File: config.mk
export PLATFORM = sky130hd
export DESIGN_NAME = instr_decode
export DESIGN_NICKNAME = d
export VERILOG_FILES = /design/src/design/decode_pkg.sv /design/src/design/control_unit.sv /design/src/design/reg_bank.sv /design/src/design/imm_gen.sv /design/src/design/instr_decode.sv
export SDC_FILE = /design/constraint.sdc
export NUM_CORES = 2
export LEC_CHECK = 0
export BUFFER_PORTS_ARGS = -buffer_cell sky130_fd_sc_hd__buf_4
export CORE_MARGIN = 2
export CORE_UTILIZATION = 53
export DETAILED_ROUTE_END_ITERATION = 16
export GPL_TIMING_DRIVEN = 0
export PLACE_DENSITY = 0.8
export SLEW_MARGIN = 30
export SYNTH_ARGS = -nofsm -noshare
export SYNTH_HDL_FRONTEND = slang
export SYNTH_SLANG_ARGS = --single-unit
File: constraint.sdc
create_clock -name clk -period 5.08 [get_ports clk]
set_clock_uncertainty 0.05 [all_clocks]
set_input_delay 0.254 -clock clk [delete_from_list [all_inputs] [get_ports clk]]
set_output_delay 0.254 -clock clk [all_outputs]
set_load 0.03 [all_outputs]
File: src/design/decode_pkg.sv
`default_nettype none

package decode_pkg;

    parameter int xlen = 32;
    parameter int reg_addr_w = 5;

    // major opcodes of rv32imf, bits [6:0] of the instruction.
    typedef enum logic [6:0] {
        op_lui      = 7'b0110111,
        op_auipc    = 7'b0010111,
        op_jal      = 7'b1101111,
        op_jalr     = 7'b1100111,
        op_branch   = 7'b1100011,
        op_load     = 7'b0000011,
        op_store    = 7'b0100011,
        op_imm      = 7'b0010011,
        op_reg      = 7'b0110011,
        op_system   = 7'b1110011,
        op_load_fp  = 7'b0000111,
        op_store_fp = 7'b0100111,
        op_fp       = 7'b1010011,
        op_fmadd    = 7'b1000011,
        op_fmsub    = 7'b1000111,
        op_fnmsub   = 7'b1001011,
        op_fnmadd   = 7'b1001111
    } opcode_t;

    typedef enum logic [3:0] {
        alu_add,
        alu_sub,
        alu_sll,
        alu_slt,
        alu_sltu,
        alu_xor,
        alu_srl,
        alu_sra,
        alu_or,
        alu_and,
        alu_lui_pass,
        alu_mul
    } alu_ctrl_t;

    typedef enum logic [4:0] {
        fadd,
        fsub,
        fmul,
        fdiv,
        fsqrt,
        fsgnj,
        fminmax,
        fcvt_w,
        fcvt_s,
        fmv_x,
        fmv_w,
        fcmp,
        fclass,
        fmadd,
        fmsub,
        fnmsub,
        fnmadd,
        none
    } fpu_ctrl_t;

    typedef enum logic [2:0] {
        imm_i,
        imm_s,
        imm_b,
        imm_u,
        imm_j,
        imm_none
    } imm_src_t;

    // what the write-back stage stores into rd.
    typedef enum logic [1:0] {
        res_alu,
        res_mem,
        res_pc4,
        res_fpu
    } result_src_t;

endpackage

`default_nettype wire

File: src/design/control_unit.sv
`timescale 1ns/1ns
`default_nettype none

module control_unit (
    input  decode_pkg::opcode_t                 opcode,
    input  logic [2:0]                          funct3,
    input  logic [6:0]                          funct7,
    input  logic [decode_pkg::reg_addr_w-1:0]   rs2,
    output logic                                reg_write,
    output logic                                fpu_reg_write,
    output logic                                mem_write,
    output logic                                mem_read,
    output logic                                branch,
    output logic                                jump,
    output logic                                alu_src,
    output logic                                fp_mem,
    output logic                                csr_write,
    output logic                                illegal,
    output decode_pkg::alu_ctrl_t               alu_ctrl,
    output decode_pkg::fpu_ctrl_t               fpu_ctrl,
    output decode_pkg::imm_src_t                imm_src,
    output decode_pkg::result_src_t             result_src
);
    import decode_pkg::*;

    logic [4:0] funct5;
    logic       single_fmt;
    logic       rm_ok;

    assign funct5 = funct7[6:2];
    // only single precision, fmt field 00.
    assign single_fmt = (funct7[1:0] == 2'b00);
    // rounding modes 101 and 110 are reserved.
    assign rm_ok = (funct3 != 3'b101) && (funct3 != 3'b110);

    // integer alu operation for op and op-imm, alt selects sub/sra.
    function automatic alu_ctrl_t alu_op(input logic [2:0] f3, input logic alt);
        case (f3)
            3'b000:  alu_op = alt ? alu_sub : alu_add;
            3'b001:  alu_op = alu_sll;
            3'b010:  alu_op = alu_slt;
            3'b011:  alu_op = alu_sltu;
            3'b100:  alu_op = alu_xor;
            3'b101:  alu_op = alt ? alu_sra : alu_srl;
            3'b110:  alu_op = alu_or;
            default: alu_op = alu_and;
        endcase
    endfunction

    always_comb begin
        reg_write     = 1'b0;
        fpu_reg_write = 1'b0;
        mem_write     = 1'b0;
        mem_read      = 1'b0;
        branch        = 1'b0;
        jump          = 1'b0;
        alu_src       = 1'b0;
        fp_mem        = 1'b0;
        csr_write     = 1'b0;
        illegal       = 1'b0;
        alu_ctrl      = alu_add;
        fpu_ctrl      = none;
        imm_src       = imm_none;
        result_src    = res_alu;

        case (opcode)
            op_lui: begin
                reg_write = 1'b1;
                alu_src   = 1'b1;
                imm_src   = imm_u;
                alu_ctrl  = alu_lui_pass;
            end
            op_auipc: begin
                reg_write = 1'b1;
                alu_src   = 1'b1;
                imm_src   = imm_u;
            end
            op_jal: begin
                reg_write  = 1'b1;
                jump       = 1'b1;
                imm_src    = imm_j;
                result_src = res_pc4;
            end
            op_jalr: begin
                reg_write  = 1'b1;
                jump       = 1'b1;
                alu_src    = 1'b1;
                imm_src    = imm_i;
                result_src = res_pc4;
                illegal    = (funct3 != 3'b000);
            end
            op_branch: begin
                branch  = 1'b1;
                imm_src = imm_b;
                case (funct3[2:1])
                    2'b00:   alu_ctrl = alu_sub;
                    2'b10:   alu_ctrl = alu_slt;
                    2'b11:   alu_ctrl = alu_sltu;
                    default: illegal  = 1'b1;
                endcase
            end
            op_load: begin
                reg_write  = 1'b1;
                mem_read   = 1'b1;
                alu_src    = 1'b1;
                imm_src    = imm_i;
                result_src = res_mem;
                illegal    = (funct3 == 3'b011) || (funct3[2:1] == 2'b11);
            end
            op_store: begin
                mem_write = 1'b1;
                alu_src   = 1'b1;
                imm_src   = imm_s;
                illegal   = (funct3[2] == 1'b1) || (funct3 == 3'b011);
            end
            op_imm: begin
                reg_write = 1'b1;
                alu_src   = 1'b1;
                imm_src   = imm_i;
                // only srai uses the alternate encoding here.
                alu_ctrl  = alu_op(funct3, funct3 == 3'b101 && funct7 == 7'b0100000);
                if (funct3 == 3'b001)
                    illegal = (funct7 != 7'b0000000);
                else if (funct3 == 3'b101)
                    illegal = (funct7 != 7'b0000000) && (funct7 != 7'b0100000);
            end
            op_reg: begin
                reg_write = 1'b1;
                case (funct7)
                    7'b0000000: alu_ctrl = alu_op(funct3, 1'b0);
                    7'b0100000: begin
                        alu_ctrl = alu_op(funct3, 1'b1);
                        illegal  = (funct3 != 3'b000) && (funct3 != 3'b101);
                    end
                    7'b0000001: begin
                        alu_ctrl = alu_mul;
                        illegal  = (funct3 != 3'b000);
                    end
                    default: illegal = 1'b1;
                endcase
            end
            op_system: begin
                imm_src = imm_i;
                if (funct3 == 3'b100) begin
                    illegal = 1'b1;
                end else if (funct3 != 3'b000) begin
                    csr_write = 1'b1;
                    reg_write = 1'b1;
                end
            end
            op_load_fp: begin
                fpu_reg_write = 1'b1;
                mem_read      = 1'b1;
                fp_mem        = 1'b1;
                alu_src       = 1'b1;
                imm_src       = imm_i;
                result_src    = res_mem;
                illegal       = (funct3 != 3'b010);
            end
            op_store_fp: begin
                mem_write = 1'b1;
                fp_mem    = 1'b1;
                alu_src   = 1'b1;
                imm_src   = imm_s;
                illegal   = (funct3 != 3'b010);
            end
            op_fp: begin
                result_src    = res_fpu;
                fpu_reg_write = 1'b1;
                case (funct5)
                    5'b00000: begin
                        fpu_ctrl = fadd;
                        illegal  = !rm_ok;
                    end
                    5'b00001: begin
                        fpu_ctrl = fsub;
                        illegal  = !rm_ok;
                    end
                    5'b00010: begin
                        fpu_ctrl = fmul;
                        illegal  = !rm_ok;
                    end
                    5'b00011: begin
                        fpu_ctrl = fdiv;
                        illegal  = !rm_ok;
                    end
                    5'b01011: begin
                        fpu_ctrl = fsqrt;
                        illegal  = !rm_ok || (rs2 != '0);
                    end
                    5'b00100: begin
                        fpu_ctrl = fsgnj;
                        illegal  = (funct3 > 3'b010);
                    end
                    5'b00101: begin
                        fpu_ctrl = fminmax;
                        illegal  = (funct3 > 3'b001);
                    end
                    5'b11010: begin
                        fpu_ctrl = fcvt_s;
                        illegal  = !rm_ok || (rs2 > 5'd1);
                    end
                    5'b11110: begin
                        fpu_ctrl = fmv_w;
                        illegal  = (funct3 != 3'b000) || (rs2 != '0);
                    end
                    // the rest write the integer bank.
                    5'b11000: begin
                        fpu_ctrl      = fcvt_w;
                        fpu_reg_write = 1'b0;
                        reg_write     = 1'b1;
                        illegal       = !rm_ok || (rs2 > 5'd1);
                    end
                    5'b10100: begin
                        fpu_ctrl      = fcmp;
                        fpu_reg_write = 1'b0;
                        reg_write     = 1'b1;
                        illegal       = (funct3 > 3'b010);
                    end
                    5'b11100: begin
                        fpu_ctrl      = (funct3 == 3'b001) ? fclass : fmv_x;
                        fpu_reg_write = 1'b0;
                        reg_write     = 1'b1;
                        illegal       = (funct3 > 3'b001) || (rs2 != '0);
                    end
                    default: illegal = 1'b1;
                endcase
                if (!single_fmt)
                    illegal = 1'b1;
            end
            op_fmadd, op_fmsub, op_fnmsub, op_fnmadd: begin
                fpu_reg_write = 1'b1;
                result_src    = res_fpu;
                illegal       = !single_fmt || !rm_ok;
                case (opcode)
                    op_fmadd:  fpu_ctrl = fmadd;
                    op_fmsub:  fpu_ctrl = fmsub;
                    op_fnmsub: fpu_ctrl = fnmsub;
                    default:   fpu_ctrl = fnmadd;
                endcase
            end
            default: illegal = 1'b1;
        endcase

        // an illegal instruction must not change any state.
        if (illegal) begin
            reg_write     = 1'b0;
            fpu_reg_write = 1'b0;
            mem_write     = 1'b0;
            mem_read      = 1'b0;
            branch        = 1'b0;
            jump          = 1'b0;
            csr_write     = 1'b0;
        end
    end

endmodule

`default_nettype wire

File: src/design/reg_bank.sv
`timescale 1ns/1ns
`default_nettype none

module reg_bank #(
    parameter int read_ports = 2,
    parameter int zero_reg   = 1
) (
    input  logic                                              clk,
    input  logic                                              rst,
    input  logic                                              we,
    input  logic [decode_pkg::reg_addr_w-1:0]                 waddr,
    input  logic [decode_pkg::xlen-1:0]                       wdata,
    input  logic [read_ports-1:0][decode_pkg::reg_addr_w-1:0] raddr,
    output logic [read_ports-1:0][decode_pkg::xlen-1:0]       rdata
);
    import decode_pkg::*;

    localparam int depth = 1 << reg_addr_w;

    logic [xlen-1:0] mem [depth];
    logic            waddr_zero;
    logic            write_en;

    assign waddr_zero = (zero_reg != 0) && (waddr == '0);
    // a write to the hard-zero entry is dropped.
    assign write_en = we && !rst && !waddr_zero;

    always_ff @(posedge clk) begin
        if (rst) begin
            for (int i = 0; i < depth; i++) begin
                mem[i] <= '0;
            end
        end else if (write_en) begin
            mem[waddr] <= wdata;
        end
    end

    // reads are combinational, with write-through for the pending write.
    always_comb begin
        for (int p = 0; p < read_ports; p++) begin
            if (rst) begin
                rdata[p] = '0;
            end else if ((zero_reg != 0) && (raddr[p] == '0)) begin
                rdata[p] = '0;
            end else if (write_en && (raddr[p] == waddr)) begin
                rdata[p] = wdata;
            end else begin
                rdata[p] = mem[raddr[p]];
            end
        end
    end

endmodule

`default_nettype wire

File: src/design/imm_gen.sv
`timescale 1ns/1ns
`default_nettype none

module imm_gen (
    input  logic [decode_pkg::xlen-1:0] instr,
    input  decode_pkg::imm_src_t        imm_src,
    output logic [decode_pkg::xlen-1:0] imm
);
    import decode_pkg::*;

    logic sign;

    assign sign = instr[31];

    always_comb begin
        case (imm_src)
            imm_i: begin
                imm = {{(xlen-12){sign}}, instr[31:20]};
            end
            imm_s: begin
                imm = {{(xlen-12){sign}}, instr[31:25], instr[11:7]};
            end
            // branch offsets are in half-words, bit 0 is always zero.
            imm_b: begin
                imm = {{(xlen-12){sign}}, instr[7], instr[30:25], instr[11:8], 1'b0};
            end
            imm_u: begin
                imm = {instr[31:12], 12'b0};
            end
            imm_j: begin
                imm = {{(xlen-20){sign}}, instr[19:12], instr[20], instr[30:21], 1'b0};
            end
            default: begin
                imm = '0;
            end
        endcase
    end

endmodule

`default_nettype wire

File: src/design/instr_decode.sv
`timescale 1ns/1ns
`default_nettype none

module instr_decode (
    input  logic                                clk,
    input  logic                                rst,
    input  logic [decode_pkg::xlen-1:0]         instr,
    input  logic [decode_pkg::xlen-1:0]         pc,
    input  logic [decode_pkg::xlen-1:0]         pc_plus4,
    // from write back
    input  logic [decode_pkg::reg_addr_w-1:0]   rd_w,
    input  logic [decode_pkg::xlen-1:0]         result_w,
    input  logic                                reg_write_w,
    input  logic                                fpu_reg_write_w,
    // control word
    output logic                                reg_write,
    output logic                                fpu_reg_write,
    output logic                                mem_write,
    output logic                                mem_read,
    output logic                                branch,
    output logic                                jump,
    output logic                                alu_src,
    output logic                                fp_mem,
    output logic                                csr_write,
    output logic                                illegal,
    output decode_pkg::alu_ctrl_t               alu_ctrl,
    output decode_pkg::fpu_ctrl_t               fpu_ctrl,
    output decode_pkg::imm_src_t                imm_src,
    output decode_pkg::result_src_t             result_src,
    // data
    output logic [decode_pkg::xlen-1:0]         imm,
    output logic [decode_pkg::xlen-1:0]         rd1,
    output logic [decode_pkg::xlen-1:0]         rd2,
    output logic [decode_pkg::xlen-1:0]         fpu_rd1,
    output logic [decode_pkg::xlen-1:0]         fpu_rd2,
    output logic [decode_pkg::xlen-1:0]         fpu_rd3,
    output logic [decode_pkg::reg_addr_w-1:0]   rs1,
    output logic [decode_pkg::reg_addr_w-1:0]   rs2,
    output logic [decode_pkg::reg_addr_w-1:0]   rs3,
    output logic [decode_pkg::reg_addr_w-1:0]   rd,
    output logic [2:0]                          rm,
    output logic [4:0]                          funct5,
    output logic [decode_pkg::xlen-1:0]         pc_out,
    output logic [decode_pkg::xlen-1:0]         pc_plus4_out,
    output logic [decode_pkg::xlen-1:0]         instr_out
);
    import decode_pkg::*;

    opcode_t opcode;

    assign opcode = opcode_t'(instr[6:0]);

    assign rs1 = instr[19:15];
    assign rs2 = instr[24:20];
    // third source of the r4 fused ops, shares bits with funct5.
    assign rs3 = instr[31:27];
    assign rd = instr[11:7];
    assign rm = instr[14:12];
    assign funct5 = instr[31:27];

    assign pc_out = pc;
    assign pc_plus4_out = pc_plus4;
    assign instr_out = instr;

    control_unit control_unit_inst (
        .opcode        (opcode),
        .funct3        (instr[14:12]),
        .funct7        (instr[31:25]),
        .rs2           (rs2),
        .reg_write     (reg_write),
        .fpu_reg_write (fpu_reg_write),
        .mem_write     (mem_write),
        .mem_read      (mem_read),
        .branch        (branch),
        .jump          (jump),
        .alu_src       (alu_src),
        .fp_mem        (fp_mem),
        .csr_write     (csr_write),
        .illegal       (illegal),
        .alu_ctrl      (alu_ctrl),
        .fpu_ctrl      (fpu_ctrl),
        .imm_src       (imm_src),
        .result_src    (result_src)
    );

    reg_bank #(
        .read_ports (2),
        .zero_reg   (1)
    ) int_bank (
        .clk   (clk),
        .rst   (rst),
        .we    (reg_write_w),
        .waddr (rd_w),
        .wdata (result_w),
        .raddr ({rs2, rs1}),
        .rdata ({rd2, rd1})
    );

    // f0 is an ordinary register.
    reg_bank #(
        .read_ports (3),
        .zero_reg   (0)
    ) fpu_bank (
        .clk   (clk),
        .rst   (rst),
        .we    (fpu_reg_write_w),
        .waddr (rd_w),
        .wdata (result_w),
        .raddr ({rs3, rs2, rs1}),
        .rdata ({fpu_rd3, fpu_rd2, fpu_rd1})
    );

    imm_gen imm_gen_inst (
        .instr   (instr),
        .imm_src (imm_src),
        .imm     (imm)
    );

endmodule

`default_nettype wire

==> results.yml, run 1 <==
synthesis:
  ys_dominant_reg_cell: "edfxtp_1"
  yosysTopAreaCell: "edfxtp_1"
  yosys_warnings: 0
  synth_edf_count: 2048
  ys_ff_latch: 2048
  ys_async_sr_fraction: 0
  yosysTopAreaCellShare: 0.512
  avgSynthCellArea_um2: 14.4
  synthTopCellsByArea: "edfxtp_1 (51%), mux4_2 (22%), and2_1 (11%), mux2i_1 (2.9%), clkbuf_1 (1.9%)"
  syn_inst: 8307
  ys_seq_area_frac: 0.512
  synth_area_um2: 120000
  synth.distinct_cells: 77
place:
  routabilityCongestion: 1.28
  portBuffers: 368
  pre_cts_ws_ns: -0.0822
  dp_hpwl_um: 567000
clock_network:
  numCtsBuffers: 223
  clock_path_buffers: 3
  cts_htree_levels: 4
  cts_setup_buffers: 0
  cts_sinks: 2048
  cts_root_buffer: "clkbuf_16"
status:
  tool.error: "[ERROR GRT-0116] Global routing finished with congestion. Check the congestion regions in the DRC Viewer."
  failing_step: "global routing (5_1_grt)"
  status: "stopped before the end"
floorplan:
  start_util: 0.534
  dieHeight_um: 480
  die_w_um: 480
  io_pins: 477
  rows: 174
global_routing:
  grt_max_degree: 33
  gr-total-overflow: 246
  grt_pass1_vias: 106000
  grt_pass1_wl_um: 1120000
  grt_usage: 0.741
==> synthesized netlist by cell type, types with 74 or more instances <==
cell / number
a211oi_1: 123
a21oi_1: 95
a22o_1: 74
and2_1: 2031
buf_2: 210
buf_4: 173
clkbuf_1: 614
edfxtp_1: 2048
mux2_2: 92
mux2i_1: 352
mux4_2: 1165
nand2_1: 157
nor2_1: 201
o22ai_1: 267
==> what timing repair did <==
action,4_1_cts
endpoints found under the hold margin,642
endpoints found under the setup margin,1
gates resized for setup,1
hold buffers,32
==> metal layers <==
layer,GRT overflow,track usage
met1,2,0.757
met2,127,0.888
met3,5,0.606
met4,112,0.706
met5,0,0.303
==> stage by stage <==
| stage | instance area [um^2] | hold slack [ns] | instances |
|---|---|---|---|
| 4_1_cts | 138000 | 0.000873 | 12300 |
| 3_5_place_dp | 130000 | 0.675 | 11800 |
| 3_3_place_gp | 127000 | 0.676 | 11700 |
| 2_1_floorplan | 120000 | 0.590 | 8338 |
==> cells by family after synthesis <==
group           after synthesis  share of synthesized area
compound gates              897                     0.0542
xor+xnor                     19                    0.00139
buf+inv                    1074                     0.0421
flops                      2048                      0.512
mux                        1623                      0.260
other cells                   1                  0.0000312
simple gates               2645                      0.130
==> run 2, diff against run 1 <==
- CORE_UTILIZATION: 53 -> 38
- PLACE_DENSITY: 0.8 -> default
- PLACE_DENSITY_LB_ADDON: default -> 0.15
==> results.yml, run 2 <==
status:
  status: "finished, violations left"
  violations: "negative hold slack, negative setup slack"
drt:
  dr_total_vias: 102000
  drc_errors: 0
  ant_nets: 0
  routed_wl_um: 887000
  drtPass1Iterations: 9
  viasPerCell: 7.41
  drtIter0Drc: 20200
  routedWlPerCell_um: 64.4
place:
  routabilityCongestion: 1.16
  portBuffers: 368
  dp_hpwl_um: 663000
  placed_area_um2: 133000
synthesis:
  synth_edf_count: 2048
  yosysTopAreaCell: "edfxtp_1"
  ys_dominant_reg_cell: "edfxtp_1"
  ys_ff_latch: 2048
  yosysTopAreaCellShare: 0.512
  synthMostInstantiatedCell: "edfxtp_1"
  ys_seq_area_frac: 0.512
  ys_async_sr_fraction: 0
  syn_inst: 8307
  synthTopCellsByCount: "edfxtp_1 (2048), and2_1 (2031), mux4_2 (1165)"
  synthTopCellsByArea: "edfxtp_1 (51%), mux4_2 (22%), and2_1 (11%), mux2i_1 (2.9%), clkbuf_1 (1.9%)"
  synth_area_um2: 120000
  yosys_warnings: 0
  avgSynthCellArea_um2: 14.4
  synth.distinct_cells: 77
finish:
  drive_gt1_frac: 0.319
  layout_common_cells: "edfxtp_1 (2048), and2_1 (2031), mux4_2 (1165), buf_4 (579), clkbuf_1 (409)"
  nets: 9300
  syn2layout_area_growth_pct: 18.1
  final_area_um2: 142000
  top_regs: "fpu_bank.mem x1024, int_bank.mem x1024"
  final_common_cell: "edfxtp_1"
clock_network:
  cts_tree: "done"
  cts.clk_slew.worst_paths_ns: 0.07
  cts_root_buffer: "clkbuf_16"
  clock_path_buffers: 4
  numCtsBuffers: 244
  cts_sinks: 2048
  cts_htree_levels: 4
hold_path:
  hold_path.startpoint: "result_w[6]"
  whs_path_depth: 3
  hold_end: "fpu_bank.mem[12][6]$_SDFFCE_PN0P_"
  hp-class: "input pin to flip-flop"
timing:
  min_period_ns: 5.62
  setup_slack_ns: -0.539
  slew_violations: 0
  worst_pin_slew_ns: 1.34
  fmax_mhz: 178
  slew_headroom: 0.107
  rsz0062_at_grt: "true"
  finalHoldViolations: 1
  finalSetupViolCount: 40
  tns_ns: -9.98
  holdWs_ns: -0.00160
  post-route-period-util: 1.11
power:
  power_leakage_nw: 49.9
  p_per_area_nw_per_um2: 343
  vdd_drop_max_uv: 316
global_routing:
  grt_pass1_vias: 91900
  antenna_found_initial: 211
  grt_usage: 0.546
  grt_pass1_wl_um: 1100000
  grt_max_degree: 33
  gr-total-overflow: 0
worst_setup_path:
  path_buf_inv: 5
  crit_family: "buffers and inverters"
  cp.arrival_ns: 5.32
  critPathLaunchType: "input pin"
  cp_slowest_stage_delay_ns: 1.02
  path_class: "input pin to output port"
  crit_required_ns: 4.78
  worstPathMaxFanout: 10
  crit_path_top_delay_cell: "o221ai_1"
  cp_cell_sequence: "buf_4 > clkbuf_2 > buf_2 > nand3_4 > clkbuf_2 > o221ai_1 > a21oi_1 > a22oi_1 > a22o_1 > buf_4"
  critical_path.endpoint_type: "output port"
floorplan:
  fp.dieArea_um2: 320000
  coreArea_um2: 315000
  rows: 206
  dieHeight_um: 566
  io_pins: 477
  die_w_um: 566
  start_util: 0.381
flow_run:
  maxCapViolCount: 0
## run 2: worst max path at each step
stage | start | endpoint | slack (ns) | cells past startpoint
global placement | instr[17] | fpu_rd1[31] | -2.00 | 8
finish | instr[30] | fpu_rd3[0] | -0.54 | 10
detailed placement | instr[27] | fpu_rd3[31] | -0.87 | 10
floorplan | instr[27] | mem_read | 2.22 | 8
CTS | instr[16] | fpu_rd1[25] | 0.005 | 9
global route | instr[30] | fpu_rd3[0] | -0.02 | 10
## run 2: cells by family after synthesis
| group | Yosys count | synth area share |
|---|---|---|
| buffers and inverters | 1074 | 0.0421 |
| AND/OR/NAND/NOR | 2645 | 0.130 |
| multiplexers | 1623 | 0.260 |
| other | 1 | 0.0000312 |
| flip-flops | 2048 | 0.512 |
| XOR/XNOR | 19 | 0.00139 |
| AO/OA/AOI/OAI | 897 | 0.0542 |
## run 2: report_power, final
part	internal (mW)	switching, mW
Combinational	3.03	7.20
Clock	9.97	8.16
Sequential	19.5	0.668
## run 2: area by class of cell
cell class | instances | area (um^2)
diodes | 267 | 668
plain buffers | 1063 | 5520
clock buffers | 296 | 6300
clock inverters | 141 | 1500
fillers | 28400 | 173000
inverters | 10 | 37.5
multi-input cells | 5216 | 54200
flip-flops and latches | 2048 | 61500
well taps | 4160 | 5200
repair buffers | 580 | 6870
## run 2: repair_timing
| action | 4_1_cts | 5_1_grt |
|---|---|---|
| gates cloned | 0 | 0 |
| setup buffers | 3 | 0 |
| setup endpoints to repair | 38 | 23 |
| resized for setup | 15 | 12 |
| hold buffers | 36 | 6 |
| hold endpoints to repair | 869 | 36 |
## run 2: worst min-delay path, cell delays in order
cell and delay (ns):
clkbuf_2 0.26, buf_12 0.27, and2_1 0.15
## run 2: routing by layer
layer / track usage / part of all wire / vias to the layer above / wire, um
met5: 0.0311 / 0.0018 / - / 1580
met4: 0.618 / 0.14 / 40 / 128000
met3: 0.274 / 0.14 / 3786 / 123000
met2: 0.755 / 0.41 / 11300 / 361000
met1: 0.563 / 0.31 / 52600 / 274000
li1: - / - / 34400 / -
## run 2: stage by stage
stage	cells	setup slack, ns	hold slack, ns	power, mW	utilization
2_1_floorplan	8338	2.22	0.590	24.4	-
3_3_place_gp	12900	-2.00	0.675	29.5	0.407
3_5_place_dp	13000	-0.866	0.675	29.8	0.421
4_1_cts	13500	0.00543	0.00160	47.4	0.448
5_1_grt	13600	-0.0213	0.0111	48.4	0.449
6_report	13800	-0.539	-0.00160	48.6	0.450
Power figures use the tool's default switching activity.
